<file path="config.mk">
export PLATFORM = sky130hd
export DESIGN_NAME = chdr_ctrl_bridge
export DESIGN_NICKNAME = d
export VERILOG_FILES = /design/src/design/chdr_pkg.sv /design/src/design/axis_ctrl_pkg.sv /design/src/design/chdr_ctrl_bridge.sv /design/src/design/ctrl_to_chdr_path.sv /design/src/design/chdr_to_ctrl_path.sv /design/src/design/ctrl_upsizer.sv /design/src/design/ctrl_downsizer.sv /design/src/design/axis_reg_slice.sv
export SDC_FILE = /design/constraint.sdc
export NUM_CORES = 1
export LEC_CHECK = 0
export BUFFER_PORTS_ARGS = -buffer_cell sky130_fd_sc_hd__buf_4
export CAP_MARGIN = 15
export CORE_MARGIN = 2
export CORE_UTILIZATION = 35
export CTS_BUF_LIST = sky130_fd_sc_hd__clkbuf_4 sky130_fd_sc_hd__clkbuf_8
export DETAILED_ROUTE_END_ITERATION = 12
export GPL_TIMING_DRIVEN = 0
export HOLD_SLACK_MARGIN = 0.1
export SLEW_MARGIN = 20
export SYNTH_ARGS = -nofsm -noshare
export SYNTH_HDL_FRONTEND = slang
export SYNTH_SLANG_ARGS = --single-unit
</file>
<file path="constraint.sdc">
create_clock -name rfnoc_chdr_clk -period 13.3 [get_ports rfnoc_chdr_clk]
set_clock_uncertainty 0.15 [all_clocks]
set_input_delay 2.66 -clock rfnoc_chdr_clk [delete_from_list [all_inputs] [get_ports rfnoc_chdr_clk]]
set_output_delay 2.66 -clock rfnoc_chdr_clk [all_outputs]
set_load 0.03 [all_outputs]
</file>
<file path="src/design/chdr_pkg.sv">
// CHDR definitions for a bus fixed at 64 bits
// Only the header fields the control bridge touches have accessors
// VC, EOB and EOV are always generated as zero
`default_nettype none

package chdr_pkg;

  // Bus width with no wider CHDR variants
  localparam int CHDR_W = 64;

  typedef logic [CHDR_W-1:0] chdr_word_t;
  typedef logic [15:0]       chdr_epid_t;
  typedef logic [15:0]       chdr_seqnum_t;
  typedef logic [15:0]       chdr_length_t;
  typedef logic [4:0]        chdr_nmdata_t;
  typedef logic [2:0]        chdr_pkt_type_t;

  // Control transaction packet type
  localparam chdr_pkt_type_t CHDR_PKT_TYPE_CTRL = 3'd4;

  // --------------------
  // Header field access
  // --------------------
  function automatic chdr_nmdata_t chdr_get_num_mdata(input chdr_word_t hdr);
    return hdr[52:48];
  endfunction

  function automatic chdr_length_t chdr_get_length(input chdr_word_t hdr);
    return hdr[31:16];
  endfunction

  // Layout: VC, EOB, EOV, type, NumMData, SeqNum, Length, DstEPID
  function automatic chdr_word_t chdr_build_header(
    input chdr_pkt_type_t pkt_type,
    input chdr_nmdata_t   nmdata,
    input chdr_seqnum_t   seqnum,
    input chdr_length_t   length,
    input chdr_epid_t     dst_epid
  );
    return {6'd0, 1'b0, 1'b0, pkt_type, nmdata, seqnum, length, dst_epid};
  endfunction

endpackage

`default_nettype wire
</file>
<file path="src/design/axis_ctrl_pkg.sv">
// AXIS-Control header definitions for 32-bit control words
// Word 0 carries routing and sizing, word 1 the remote return path
// THIS_PORTID is fixed at build time
`default_nettype none

package axis_ctrl_pkg;
  import chdr_pkg::*;

  typedef logic [31:0] ctrl_word_t;
  typedef logic [9:0]  ctrl_port_t;
  typedef logic [5:0]  ctrl_seqnum_t;
  typedef logic [3:0]  ctrl_numdata_t;

  // Crossbar port of this bridge
  localparam ctrl_port_t THIS_PORTID = 10'd5;

  // Header pair plus op word
  localparam logic [7:0] CTRL_FIXED_LINES = 8'd3;
  // Timestamp occupies two control lines
  localparam logic [7:0] CTRL_TS_LINES    = 8'd2;

  // --------------------
  // Header word 0
  // --------------------
  function automatic logic ctrl_get_is_ack(input ctrl_word_t w);
    return w[31];
  endfunction

  function automatic logic ctrl_get_has_time(input ctrl_word_t w);
    return w[30];
  endfunction

  function automatic ctrl_seqnum_t ctrl_get_seq_num(input ctrl_word_t w);
    return w[29:24];
  endfunction

  function automatic ctrl_numdata_t ctrl_get_num_data(input ctrl_word_t w);
    return w[23:20];
  endfunction

  function automatic ctrl_port_t ctrl_get_src_port(input ctrl_word_t w);
    return w[19:10];
  endfunction

  function automatic ctrl_port_t ctrl_get_dst_port(input ctrl_word_t w);
    return w[9:0];
  endfunction

  function automatic ctrl_word_t ctrl_build_hdr_lo(
    input logic          is_ack,
    input logic          has_time,
    input ctrl_seqnum_t  seq_num,
    input ctrl_numdata_t num_data,
    input ctrl_port_t    src_port,
    input ctrl_port_t    dst_port
  );
    return {is_ack, has_time, seq_num, num_data, src_port, dst_port};
  endfunction

  // --------------------
  // Header word 1
  // --------------------
  function automatic ctrl_port_t ctrl_get_rem_dst_port(input ctrl_word_t w);
    return w[25:16];
  endfunction

  // Same bit position holds SrcEPID on the CHDR side
  function automatic chdr_epid_t ctrl_get_rem_dst_epid(input ctrl_word_t w);
    return w[15:0];
  endfunction

  function automatic ctrl_word_t ctrl_build_hdr_hi(
    input ctrl_port_t rem_dst_port,
    input chdr_epid_t rem_dst_epid
  );
    return {6'd0, rem_dst_port, rem_dst_epid};
  endfunction

endpackage

`default_nettype wire

</file>
<file path="src/design/chdr_ctrl_bridge.sv">
// Bridge between a 64-bit CHDR stream and a 32-bit AXIS-Control stream
// Single clock domain, both directions run on rfnoc_chdr_clk
// i_this_epid is the CHDR endpoint ID used for control responses
`default_nettype none

module chdr_ctrl_bridge
  import chdr_pkg::*, axis_ctrl_pkg::*;
(
  input  wire             rfnoc_chdr_clk,
  input  wire             rfnoc_chdr_rst,
  input  wire chdr_epid_t i_this_epid,
  // CHDR in and out
  input  wire chdr_word_t i_chdr_tdata,
  input  wire             i_chdr_tlast,
  input  wire             i_chdr_tvalid,
  output logic            o_chdr_tready,
  output chdr_word_t      o_chdr_tdata,
  output logic            o_chdr_tlast,
  output logic            o_chdr_tvalid,
  input  wire             i_chdr_tready,
  // Control in and out
  input  wire ctrl_word_t i_ctrl_tdata,
  input  wire             i_ctrl_tlast,
  input  wire             i_ctrl_tvalid,
  output logic            o_ctrl_tready,
  output ctrl_word_t      o_ctrl_tdata,
  output logic            o_ctrl_tlast,
  output logic            o_ctrl_tvalid,
  input  wire             i_ctrl_tready
);

  // --------------------
  // CHDR to control
  // --------------------
  chdr_word_t ch2ct_tdata;
  logic       ch2ct_tlast;
  logic       ch2ct_tvalid;
  logic       ch2ct_tready;
  chdr_word_t dn_tdata;
  logic       dn_half;
  logic       dn_tlast;
  logic       dn_tvalid;
  logic       dn_tready;

  axis_reg_slice in_slice (
    .rfnoc_chdr_clk(rfnoc_chdr_clk), .rfnoc_chdr_rst(rfnoc_chdr_rst),
    .i_tdata(i_chdr_tdata), .i_tlast(i_chdr_tlast), .i_tvalid(i_chdr_tvalid),
    .o_tready_up(o_chdr_tready),
    .o_tdata(ch2ct_tdata), .o_tlast(ch2ct_tlast), .o_tvalid(ch2ct_tvalid),
    .i_tready(ch2ct_tready)
  );

  chdr_to_ctrl_path ch2ct_path (
    .rfnoc_chdr_clk(rfnoc_chdr_clk), .rfnoc_chdr_rst(rfnoc_chdr_rst),
    .i_tdata(ch2ct_tdata), .i_tlast(ch2ct_tlast), .i_tvalid(ch2ct_tvalid),
    .o_tready(ch2ct_tready),
    .o_tdata(dn_tdata), .o_half(dn_half), .o_tlast(dn_tlast), .o_tvalid(dn_tvalid),
    .i_tready(dn_tready)
  );

  ctrl_downsizer downsizer (
    .rfnoc_chdr_clk(rfnoc_chdr_clk), .rfnoc_chdr_rst(rfnoc_chdr_rst),
    .i_tdata(dn_tdata), .i_half(dn_half), .i_tlast(dn_tlast), .i_tvalid(dn_tvalid),
    .o_tready(dn_tready),
    .o_tdata(o_ctrl_tdata), .o_tlast(o_ctrl_tlast), .o_tvalid(o_ctrl_tvalid),
    .i_tready(i_ctrl_tready)
  );

  // --------------------
  // Control to CHDR
  // --------------------
  chdr_word_t up_tdata;
  logic       up_tlast;
  logic       up_tvalid;
  logic       up_tready;
  chdr_word_t ct2ch_tdata;
  logic       ct2ch_tlast;
  logic       ct2ch_tvalid;
  logic       ct2ch_tready;

  ctrl_upsizer upsizer (
    .rfnoc_chdr_clk(rfnoc_chdr_clk), .rfnoc_chdr_rst(rfnoc_chdr_rst),
    .i_tdata(i_ctrl_tdata), .i_tlast(i_ctrl_tlast), .i_tvalid(i_ctrl_tvalid),
    .o_tready(o_ctrl_tready),
    .o_tdata(up_tdata), .o_tlast(up_tlast), .o_tvalid(up_tvalid),
    .i_tready(up_tready)
  );

  ctrl_to_chdr_path ct2ch_path (
    .rfnoc_chdr_clk(rfnoc_chdr_clk), .rfnoc_chdr_rst(rfnoc_chdr_rst),
    .i_this_epid(i_this_epid),
    .i_tdata(up_tdata), .i_tlast(up_tlast), .i_tvalid(up_tvalid),
    .o_tready(up_tready),
    .o_tdata(ct2ch_tdata), .o_tlast(ct2ch_tlast), .o_tvalid(ct2ch_tvalid),
    .i_tready(ct2ch_tready)
  );

  axis_reg_slice out_slice (
    .rfnoc_chdr_clk(rfnoc_chdr_clk), .rfnoc_chdr_rst(rfnoc_chdr_rst),
    .i_tdata(ct2ch_tdata), .i_tlast(ct2ch_tlast), .i_tvalid(ct2ch_tvalid),
    .o_tready_up(ct2ch_tready),
    .o_tdata(o_chdr_tdata), .o_tlast(o_chdr_tlast), .o_tvalid(o_chdr_tvalid),
    .i_tready(i_chdr_tready)
  );

endmodule

`default_nettype wire

</file>
<file path="src/design/ctrl_to_chdr_path.sv">
// Wraps upsized control packets into CHDR packets
// First beat is held while the generated CHDR header goes out
// No metadata, no timestamp in the CHDR header, flags and VC zero
`default_nettype none

module ctrl_to_chdr_path
  import chdr_pkg::*, axis_ctrl_pkg::*;
(
  input  wire             rfnoc_chdr_clk,
  input  wire             rfnoc_chdr_rst,
  input  wire chdr_epid_t i_this_epid,
  input  wire chdr_word_t i_tdata,
  input  wire             i_tlast,
  input  wire             i_tvalid,
  output logic            o_tready,
  output chdr_word_t      o_tdata,
  output logic            o_tlast,
  output logic            o_tvalid,
  input  wire             i_tready
);

  typedef enum logic [1:0] {
    ST_CHDR_HDR,
    ST_CTRL_HDR,
    ST_CTRL_BODY
  } state_t;

  state_t       state;
  chdr_seqnum_t seqnum;
  ctrl_word_t   w0;
  ctrl_word_t   w1;
  logic [7:0]   lines32;
  logic [7:0]   lines64;
  chdr_length_t chdr_len;
  logic         out_fire;

  assign w0 = i_tdata[31:0];
  assign w1 = i_tdata[63:32];

  // Input beat only consumed once the CHDR header has left
  assign o_tvalid = i_tvalid;
  assign o_tready = (state != ST_CHDR_HDR) && i_tready;
  assign o_tlast  = (state != ST_CHDR_HDR) && i_tlast;
  assign out_fire = o_tvalid && i_tready;

  // --------------------
  // CHDR length
  // --------------------
  assign lines32 = CTRL_FIXED_LINES
                 + (ctrl_get_has_time(w0) ? CTRL_TS_LINES : 8'd0)
                 + {4'd0, ctrl_get_num_data(w0)};
  // CHDR header line plus control lines rounded up to 64 bits
  assign lines64  = 8'd1 + {1'b0, lines32[7:1]} + {7'd0, lines32[0]};
  assign chdr_len = {5'd0, lines64, 3'd0};

  always_ff @(posedge rfnoc_chdr_clk) begin
    if (rfnoc_chdr_rst) begin
      state  <= ST_CHDR_HDR;
      seqnum <= '0;
    end else if (out_fire) begin
      case (state)
        ST_CHDR_HDR: begin
          state <= ST_CTRL_HDR;
        end
        ST_CTRL_HDR: begin
          state <= i_tlast ? ST_CHDR_HDR : ST_CTRL_BODY;
        end
        ST_CTRL_BODY: begin
          if (i_tlast) begin
            state <= ST_CHDR_HDR;
          end
        end
        default: begin
          state <= ST_CHDR_HDR;
        end
      endcase
      // One sequence number per packet
      if (o_tlast) begin
        seqnum <= seqnum + 16'd1;
      end
    end
  end

  always_comb begin
    case (state)
      ST_CHDR_HDR: begin
        o_tdata = chdr_build_header(CHDR_PKT_TYPE_CTRL, 5'd0, seqnum, chdr_len,
                                    ctrl_get_rem_dst_epid(w1));
      end
      ST_CTRL_HDR: begin
        // Forward to the remote port with the return path via this endpoint
        o_tdata = {
          ctrl_build_hdr_hi(10'd0, i_this_epid),
          ctrl_build_hdr_lo(
            ctrl_get_is_ack(w0),
            ctrl_get_has_time(w0),
            ctrl_get_seq_num(w0),
            ctrl_get_num_data(w0),
            ctrl_get_src_port(w0),
            ctrl_get_rem_dst_port(w1)
          )
        };
      end
      default: begin
        o_tdata = i_tdata;
      end
    endcase
  end

  // Op word always follows the header pair so the held first beat never ends a packet
  assert property (@(posedge rfnoc_chdr_clk) disable iff (rfnoc_chdr_rst)
    (i_tvalid && state == ST_CHDR_HDR) |-> !i_tlast);

endmodule

`default_nettype wire

</file>
<file path="src/design/chdr_to_ctrl_path.sv">
// Parses incoming CHDR control packets for the AXIS-Control side
// CHDR header and metadata are dropped and the control header is rewritten
// Timestamps in the CHDR header are ignored
`default_nettype none

module chdr_to_ctrl_path
  import chdr_pkg::*, axis_ctrl_pkg::*;
(
  input  wire             rfnoc_chdr_clk,
  input  wire             rfnoc_chdr_rst,
  input  wire chdr_word_t i_tdata,
  input  wire             i_tlast,
  input  wire             i_tvalid,
  output logic            o_tready,
  output chdr_word_t      o_tdata,
  output logic            o_half,
  output logic            o_tlast,
  output logic            o_tvalid,
  input  wire             i_tready
);

  typedef enum logic [1:0] {
    ST_CHDR_HDR,
    ST_CHDR_MDATA,
    ST_CTRL_HDR,
    ST_CTRL_BODY
  } state_t;

  state_t       state;
  chdr_nmdata_t mdata_left;
  chdr_length_t pkt_len;
  logic         in_ctrl;
  logic         in_fire;
  ctrl_word_t   hdr_lo;
  ctrl_word_t   hdr_hi;

  // CHDR header and metadata consumed without output
  assign in_ctrl  = (state == ST_CTRL_HDR) || (state == ST_CTRL_BODY);
  assign o_tready = in_ctrl ? i_tready : 1'b1;
  assign in_fire  = i_tvalid && o_tready;
  assign o_tvalid = i_tvalid && in_ctrl;
  assign o_tlast  = i_tlast;
  // Length mod 8 of 4 leaves the upper half of the last beat empty
  assign o_half   = i_tlast && (pkt_len[2:0] == 3'd4);

  always_ff @(posedge rfnoc_chdr_clk) begin
    if (rfnoc_chdr_rst) begin
      state <= ST_CHDR_HDR;
    end else if (in_fire) begin
      case (state)
        ST_CHDR_HDR: begin
          // tlast here is a truncated packet
          if (i_tlast) begin
            state <= ST_CHDR_HDR;
          end else if (chdr_get_num_mdata(i_tdata) == 5'd0) begin
            state <= ST_CTRL_HDR;
          end else begin
            state <= ST_CHDR_MDATA;
          end
        end
        ST_CHDR_MDATA: begin
          if (i_tlast) begin
            state <= ST_CHDR_HDR;
          end else if (mdata_left == 5'd1) begin
            state <= ST_CTRL_HDR;
          end
        end
        ST_CTRL_HDR: begin
          state <= i_tlast ? ST_CHDR_HDR : ST_CTRL_BODY;
        end
        ST_CTRL_BODY: begin
          if (i_tlast) begin
            state <= ST_CHDR_HDR;
          end
        end
        default: begin
          state <= ST_CHDR_HDR;
        end
      endcase
    end
  end

  // Metadata countdown and length captured from the CHDR header
  always_ff @(posedge rfnoc_chdr_clk) begin
    if (in_fire && (state == ST_CHDR_HDR)) begin
      mdata_left <= chdr_get_num_mdata(i_tdata);
      pkt_len    <= chdr_get_length(i_tdata);
    end else if (in_fire && (state == ST_CHDR_MDATA)) begin
      mdata_left <= mdata_left - 5'd1;
    end
  end

  // --------------------
  // Control header rewrite
  // --------------------
  // Request keeps its DstPort and its response returns through this port
  assign hdr_lo = ctrl_build_hdr_lo(
    ctrl_get_is_ack(i_tdata[31:0]),
    ctrl_get_has_time(i_tdata[31:0]),
    ctrl_get_seq_num(i_tdata[31:0]),
    ctrl_get_num_data(i_tdata[31:0]),
    THIS_PORTID,
    ctrl_get_dst_port(i_tdata[31:0])
  );
  // Remote return path from the CHDR source fields
  assign hdr_hi = ctrl_build_hdr_hi(
    ctrl_get_src_port(i_tdata[31:0]),
    ctrl_get_rem_dst_epid(i_tdata[63:32])
  );

  assign o_tdata = (state == ST_CTRL_HDR) ? {hdr_hi, hdr_lo} : i_tdata;

  // Metadata state always has words left to drop
  assert property (@(posedge rfnoc_chdr_clk) disable iff (rfnoc_chdr_rst)
    (state == ST_CHDR_MDATA) |-> (mdata_left != 5'd0));

endmodule

`default_nettype wire

</file>
<file path="src/design/ctrl_upsizer.sv">
// Packs pairs of 32-bit control words into 64-bit beats
// First word of a pair lands in the low half
// An odd last word goes out with a zero upper half
`default_nettype none

module ctrl_upsizer
  import chdr_pkg::*, axis_ctrl_pkg::*;
(
  input  wire             rfnoc_chdr_clk,
  input  wire             rfnoc_chdr_rst,
  input  wire ctrl_word_t i_tdata,
  input  wire             i_tlast,
  input  wire             i_tvalid,
  output logic            o_tready,
  output chdr_word_t      o_tdata,
  output logic            o_tlast,
  output logic            o_tvalid,
  input  wire             i_tready
);

  ctrl_word_t lo_tdata;
  logic       lo_valid;
  logic       in_fire;
  logic       emit;

  // Output register must be free or leaving
  assign o_tready = !o_tvalid || i_tready;
  assign in_fire  = i_tvalid && o_tready;
  // Completes a beat on the high word or an early tlast
  assign emit     = in_fire && (lo_valid || i_tlast);

  always_ff @(posedge rfnoc_chdr_clk) begin
    if (rfnoc_chdr_rst) begin
      lo_valid <= 1'b0;
      o_tvalid <= 1'b0;
    end else begin
      if (in_fire) begin
        lo_valid <= !lo_valid && !i_tlast;
      end
      if (emit) begin
        o_tvalid <= 1'b1;
      end else if (i_tready) begin
        o_tvalid <= 1'b0;
      end
    end
  end

  always_ff @(posedge rfnoc_chdr_clk) begin
    if (in_fire && !lo_valid) begin
      lo_tdata <= i_tdata;
    end
    if (emit) begin
      o_tdata <= lo_valid ? {i_tdata, lo_tdata} : {32'd0, i_tdata};
      o_tlast <= i_tlast;
    end
  end

endmodule

`default_nettype wire

</file>
<file path="src/design/ctrl_downsizer.sv">
// Splits 64-bit beats into 32-bit control words, low half first
// i_half marks a last beat whose upper half carries nothing
`default_nettype none

module ctrl_downsizer
  import chdr_pkg::*, axis_ctrl_pkg::*;
(
  input  wire             rfnoc_chdr_clk,
  input  wire             rfnoc_chdr_rst,
  input  wire chdr_word_t i_tdata,
  input  wire             i_half,
  input  wire             i_tlast,
  input  wire             i_tvalid,
  output logic            o_tready,
  output ctrl_word_t      o_tdata,
  output logic            o_tlast,
  output logic            o_tvalid,
  input  wire             i_tready
);

  chdr_word_t buf_tdata;
  logic       buf_half;
  logic       buf_tlast;
  // Low half on output while clear, high half while set
  logic       phase;
  logic       beat_done;
  logic       in_fire;

  // Final word of the held beat leaves this cycle
  assign beat_done = o_tvalid && i_tready && (phase || buf_half);
  assign o_tready  = !o_tvalid || beat_done;
  assign in_fire   = i_tvalid && o_tready;

  assign o_tdata = phase ? buf_tdata[63:32] : buf_tdata[31:0];
  assign o_tlast = buf_tlast && (phase || buf_half);

  always_ff @(posedge rfnoc_chdr_clk) begin
    if (rfnoc_chdr_rst) begin
      o_tvalid <= 1'b0;
      phase    <= 1'b0;
    end else if (in_fire) begin
      o_tvalid <= 1'b1;
      phase    <= 1'b0;
    end else if (beat_done) begin
      o_tvalid <= 1'b0;
      phase    <= 1'b0;
    end else if (o_tvalid && i_tready) begin
      phase <= 1'b1;
    end
  end

  always_ff @(posedge rfnoc_chdr_clk) begin
    if (in_fire) begin
      buf_tdata <= i_tdata;
      buf_half  <= i_half;
      buf_tlast <= i_tlast;
    end
  end

endmodule

`default_nettype wire

</file>
<file path="src/design/axis_reg_slice.sv">
// One-entry AXI-Stream register slice for the 64-bit CHDR bus
// Upstream ready comes from a flop, one word of skid storage absorbs it
`default_nettype none

module axis_reg_slice
  import chdr_pkg::*;
(
  input  wire             rfnoc_chdr_clk,
  input  wire             rfnoc_chdr_rst,
  input  wire chdr_word_t i_tdata,
  input  wire             i_tlast,
  input  wire             i_tvalid,
  output logic            o_tready_up,
  output chdr_word_t      o_tdata,
  output logic            o_tlast,
  output logic            o_tvalid,
  input  wire             i_tready
);

  chdr_word_t skid_tdata;
  logic       skid_tlast;
  logic       skid_valid;

  // Skid entry occupied means upstream must wait
  assign o_tready_up = !skid_valid;

  always_ff @(posedge rfnoc_chdr_clk) begin
    if (rfnoc_chdr_rst) begin
      o_tvalid   <= 1'b0;
      skid_valid <= 1'b0;
    end else if (skid_valid) begin
      // Drain skid into the output stage while output stays valid
      if (i_tready) begin
        skid_valid <= 1'b0;
      end
    end else if (o_tvalid && !i_tready) begin
      // Park a new input in skid while the output is stalled
      skid_valid <= i_tvalid;
    end else begin
      o_tvalid <= i_tvalid;
    end
  end

  // Payload follows the same decisions
  always_ff @(posedge rfnoc_chdr_clk) begin
    if (skid_valid) begin
      if (i_tready) begin
        o_tdata <= skid_tdata;
        o_tlast <= skid_tlast;
      end
    end else if (o_tvalid && !i_tready) begin
      skid_tdata <= i_tdata;
      skid_tlast <= i_tlast;
    end else begin
      o_tdata <= i_tdata;
      o_tlast <= i_tlast;
    end
  end

  // Held beat must not change under back-pressure
  assert property (@(posedge rfnoc_chdr_clk) disable iff (rfnoc_chdr_rst)
    (o_tvalid && !i_tready) |=> $stable(o_tdata));

endmodule

`default_nettype wire

</file>
# Yosys cells after proc, flatten, opt, wreduce, memory -nomap -nowiden
# Index checks and enable logic that the tools add are counted.
# op_classes
reduce_logical	48
multipliers	0
shifts	0
n_eq_ne	14
n_bitwise	4
n_addsub	6
div	0
muxes	40
n_lt_le_gt_ge	0
# op_table
op	count
$mux 64	6
$pmux 64 s2	1
$mux 32	2
$mux 58	1
$logic_and 1x1->1	18
$mux 2	9
$mux 1	17
$add 16x1->16 const B	1
$reduce_and 2->1	8
$mux 5	2
$add 1x7->8 const A	1
$add 2x8->8 const A	1
$add 8x1->8	1
$add 8x4->8	1
$logic_not 1->1	8
$pmux 2 s4	1
$reduce_bool 2->1	4
$eq 2x2->1 const B	3
$ne 2x1->1 const B	3
$ne 2x2->1 const B	3
$pmux 2 s3	1
$eq 5x1->1 const B	1
$logic_not 5->1	1
$logic_or 1x1->1	5
8 further kinds	13
# totals
ram_bits	0
latchBits	0
n_memories	0
out_inout_bits	102
input_bits	120
elab_cells	141
rom_bits	0
regBits	459

# Longest topological paths before layout
# logic_depth
word_depth	8
depth_mapped	11
depth_no_buf	11

# Modules after synthesis
# A second synthesis with hierarchy kept.
# unflattened
cells_unflattened	1100
area_unflattened_um2	19352.3
# modules_own_cells
module	seq_area_each_um2	instances	area_each_um2	cells_each
axis_reg_slice	3943.8	2	5119.9	214
ctrl_upsizer	2952.8	1	3649.8	181
ctrl_downsizer	2021.9	1	2507.4	117
ctrl_to_chdr_path	360.3	1	1851.8	255
chdr_to_ctrl_path	280.3	1	1103.6	119

# Worst setup path before layout
# OpenSTA, ideal clock, no wires.
# synth_path
path_type	input to register
startpoint	input port i_ctrl_tready
endpoint	register in_slice.skid_tdata[0] (enable)
required_ps	12582
setup_time_ps	568
cell_stages	3
setup_slack_ps	5166
path_buffers	0
arrival_ps	7416
cell_sequence	o21ai_0 -> nand3_1 -> nor3_1
# synth_via
elab_chain_len	7
# synth_lines
item	line	rtl
start, declared	chdr_ctrl_bridge.sv:29	input wire i_ctrl_tready
$logic_and 1x1->1 (2 in series)	ctrl_downsizer.sv:30	assign beat_done = o_tvalid && i_tready && (phase || buf_half);
$logic_or 1x1->1	ctrl_downsizer.sv:31	assign o_tready = !o_tvalid || beat_done;
$mux 1	chdr_to_ctrl_path.sv:39	assign o_tready = in_ctrl ? i_tready : 1'b1;
$logic_not 1->1	axis_reg_slice.sv:51	end else if (o_tvalid && !i_tready) begin
$logic_and 1x1->1	axis_reg_slice.sv:51	
$reduce_and 2->1 (no source line)	n/a	
end signal, assigned	axis_reg_slice.sv:52	skid_tdata <= i_tdata;
end, declared	axis_reg_slice.sv:20	chdr_word_t skid_tdata;
# No other way between the ends.
# A chain may end at the register's enable or synchronous reset.

# Final worst setup path
# layout_path
startpoint	register downsizer.phase
endpoint	output port o_ctrl_tdata[17]
# layout_via
elab_chain_len	1
# layout_lines
item	line	rtl
start, declared	ctrl_downsizer.sv:25	logic phase;
start signal, assigned	ctrl_downsizer.sv:40	phase <= 1'b0;
start signal, assigned	ctrl_downsizer.sv:43	phase <= 1'b0;
start signal, assigned	ctrl_downsizer.sv:46	phase <= 1'b0;
$mux 32	ctrl_downsizer.sv:34	assign o_tdata = phase ? buf_tdata[63:32] : buf_tdata[31:0];
end, declared	chdr_ctrl_bridge.sv:26	output ctrl_word_t o_ctrl_tdata,
# No other way between the ends.

==> results.sh <==
export IMPL_crit_path_start_kind="flip-flop"
export IMPL_synth_seq_area_share=0.7441
export IMPL_start_util=0.3537
export IMPL_crit_end="o_ctrl_tdata[17]"
export IMPL_end_kind="primary output"
export IMPL_path_max_fanout=10
export IMPL_grt_pass1_vias=10760
export IMPL_cap_violations=0
export IMPL_async_flop_share=0
export IMPL_grt_ovfl_total=0
export IMPL_gp_congestion=0.8249
export IMPL_hpwlAfterDp_mm=29.81
export IMPL_place_area_mm2=0.02115
export IMPL_drc_errors=0
export IMPL_numPortBuffers=220
export IMPL_slew_headroom=0.4795
export IMPL_io_pins=222
export IMPL_synth_ff_type="edfxtp_1"
export IMPL_setup_violations=0
export IMPL_die_width_um=231.7
export IMPL_dieArea_mm2=0.05368
export IMPL_synth_nets=1209
export IMPL_cts_setup_buffers=0
export IMPL_reg2reg_slack_ps=10170
export IMPL_wl_per_cell_um=19.29
export IMPL_final_min_clock_period_ps=5362
export IMPL_cts_tree="yes"
export IMPL_ir_drop_mv=0.08075
export IMPL_cts_clk_slew_worst_paths_ps=60
export IMPL_cts_root_buf="clkbuf_8"
export IMPL_hold_class="flip-flop to flip-flop"
export IMPL_reg2reg_depth=8
export IMPL_yosysTopAreaCell="edfxtp_1"
export IMPL_grtUsageTotal=0.1561
export IMPL_synth_seq_cells=459
export IMPL_power_mw=3.174
export IMPL_setup_worst_path_start="downsizer.phase$_SDFFE_PP0P_"
export IMPL_drtIter0Drc=610
export IMPL_viasPerCell=4.700
export IMPL_cts_resized=0
export IMPL_dr_pass1_iters=5
export IMPL_syn_to_final_growth_pct=24.93
export IMPL_final_nets=1537
export IMPL_drv_slew=0
export IMPL_die_h_um=231.7
export IMPL_synth_cell_types=45
export IMPL_timing_rr_start="out_slice.skid_valid$_SDFF_PP0_"
export IMPL_grt_max_degree=27
export IMPL_drt_wl_total_mm=41.50
export IMPL_drive_gt1_frac=0.4072
export IMPL_synth_area_top_cells="edfxtp_1 (71%), mux2_2 (12%), dfxtp_1 (3.1%)"
export IMPL_grt_pass1_wl_mm=62.98
export IMPL_h_tree_depth=3
export IMPL_core_area_mm2=0.05130
export IMPL_yosys_warnings=0
export IMPL_syn_area_mm2=0.01815
export IMPL_fin_tns_setup_ps=0
export IMPL_synth_common_cells="edfxtp_1 (431), mux2_2 (201), nand2_1 (75)"
export IMPL_power_leakage_nw=8.235
export IMPL_crit_type="flip-flop to primary output"
export IMPL_row_count=83
export IMPL_r2r_end="out_slice.skid_tdata[62]$_DFFE_PP_"
export IMPL_clock_path_buffers=3
export IMPL_vias=10110
export IMPL_status="finished, final reports clean"
export IMPL_synth_edf_count=431
export IMPL_rsz0062_at_grt="false"
export IMPL_fin_crit_sh=0.4032
export IMPL_synth_most_common_cell="edfxtp_1"
export IMPL_cts_hold_buf=0
export IMPL_synth_top_area_share=0.7132
export IMPL_cts_sinks=459
export IMPL_antenna_found_initial=1
export IMPL_syn_instance_count=1080
export IMPL_fmax_ghz=0.1865
export IMPL_power_density_mw_per_mm2=140.0
export IMPL_antenna_cells=0
export IMPL_crit_required_ps=10490
export IMPL_worst_pin_slew_ps=778.9
export IMPL_final_antenna_net_count=0
export IMPL_clk_latency_ps=640
export IMPL_syn_avg_cell_area_um2=16.80
export IMPL_hold_viol_final=0
export IMPL_numCtsBuffers=78
export IMPL_crit_arrival_ps=2550
export IMPL_final_area_mm2=0.02267
## power breakdown
group	internal, mW	switching [mW]	leakage, nW
clock network	0.672	0.566	0.816
logic	0.110	0.146	2.99
registers	1.66	0.0244	4.43
## worst max-delay path, cell delays in order, from the launching register on
cell and delay (ps):
dfxtp_1 310, clkbuf_1 400, buf_1 580, mux2_2 440, buf_4 180
## final cells by class
type,instances,area (µm²)
Fill cell,4618,28630
Inverter,18,67.56
Tap cell,680,850.8
Sequential cell,459,13500
Timing Repair Buffer,248,2093
Clock buffer,120,1395
Buffer,52,200.2
Multi-Input combinational cell,551,4434
Clock inverter,23,125.1
## flip-flops by register name, indices dropped and copies added, names as in the netlist, 3 cells and up
signal and cells:
ch2ct_path.mdata_left 5, ch2ct_path.pkt_len 3, ct2ch_path.seqnum 16, downsizer.buf_tdata 64, in_slice.o_tdata 64, in_slice.skid_tdata 64
out_slice.o_tdata 64, out_slice.skid_tdata 64, upsizer.lo_tdata 32, upsizer.o_tdata 64
## cells by family after synthesis
group,share of synthesized area
AOI/OAI and AO/OA,0.02620
and+or+nand+nor,0.06144
buffers and inverters,0.01476
muxes,0.1396
DFF,0.7441
adders and majority gates,0.006620
xor gates and xnor gates,0.007240
## how the worst min path moves through the flow
stage	start	endpoint	slack (ps)	depth (start not counted)
global route	in_slice.o_tdata[29]$_DFFE_PP_	downsizer.buf_tdata[29]$_DFFE_PP_	270	0
detailed placement	in_slice.o_tdata[1]$_DFFE_PP_	downsizer.buf_tdata[1]$_DFFE_PP_	250	0
floorplan	in_slice.o_tdata[0]$_DFFE_PP_	downsizer.buf_tdata[0]$_DFFE_PP_	250	0
finish	in_slice.o_tdata[31]$_DFFE_PP_	downsizer.buf_tdata[31]$_DFFE_PP_	260	0
global placement	in_slice.o_tdata[9]$_DFFE_PP_	downsizer.buf_tdata[9]$_DFFE_PP_	250	0
CTS	in_slice.o_tdata[23]$_DFFE_PP_	downsizer.buf_tdata[23]$_DFFE_PP_	260	0
## per-layer routing
layer | wire [µm] | share of wire | GRT usage
met5 | 10 | 0.00024 | 0
met4 | 967 | 0.023 | 0.05769
met3 | 3216 | 0.077 | 0.05182
met2 | 20750 | 0.50 | 0.2686
met1 | 16560 | 0.40 | 0.1807
## cells in the final DEF, fill, tap and decap left out, drive strengths merged, types with 17 or more instances in the layout
| master | instances |
|---|---|
| a21oi | 24 |
| and2 | 71 |
| buf | 264 |
| clkbuf | 156 |
| clkinv | 17 |
| dfxtp | 28 |
| edfxtp | 431 |
| inv | 22 |
| mux2 | 201 |
| mux2i | 27 |
| nand2 | 75 |
| nor2 | 25 |
| o21ai | 41 |
## through the flow
stage | hold slack (ps) | utilization | std cells | setup WS (ps)
final | 264.2 | 0.4419 | 2151 | 7938
after global routing | 271.4 | 0.4419 | 2151 | 7698
after CTS | 257.8 | 0.4419 | 2151 | 7713
after detailed placement | 254.5 | 0.4122 | 2008 | 8451
after global placement | 250.7 | 0.4025 | 1980 | 2042
after floorplan | 250.3 | - | 1080 | 5166
(Power assumes the default switching activity.)
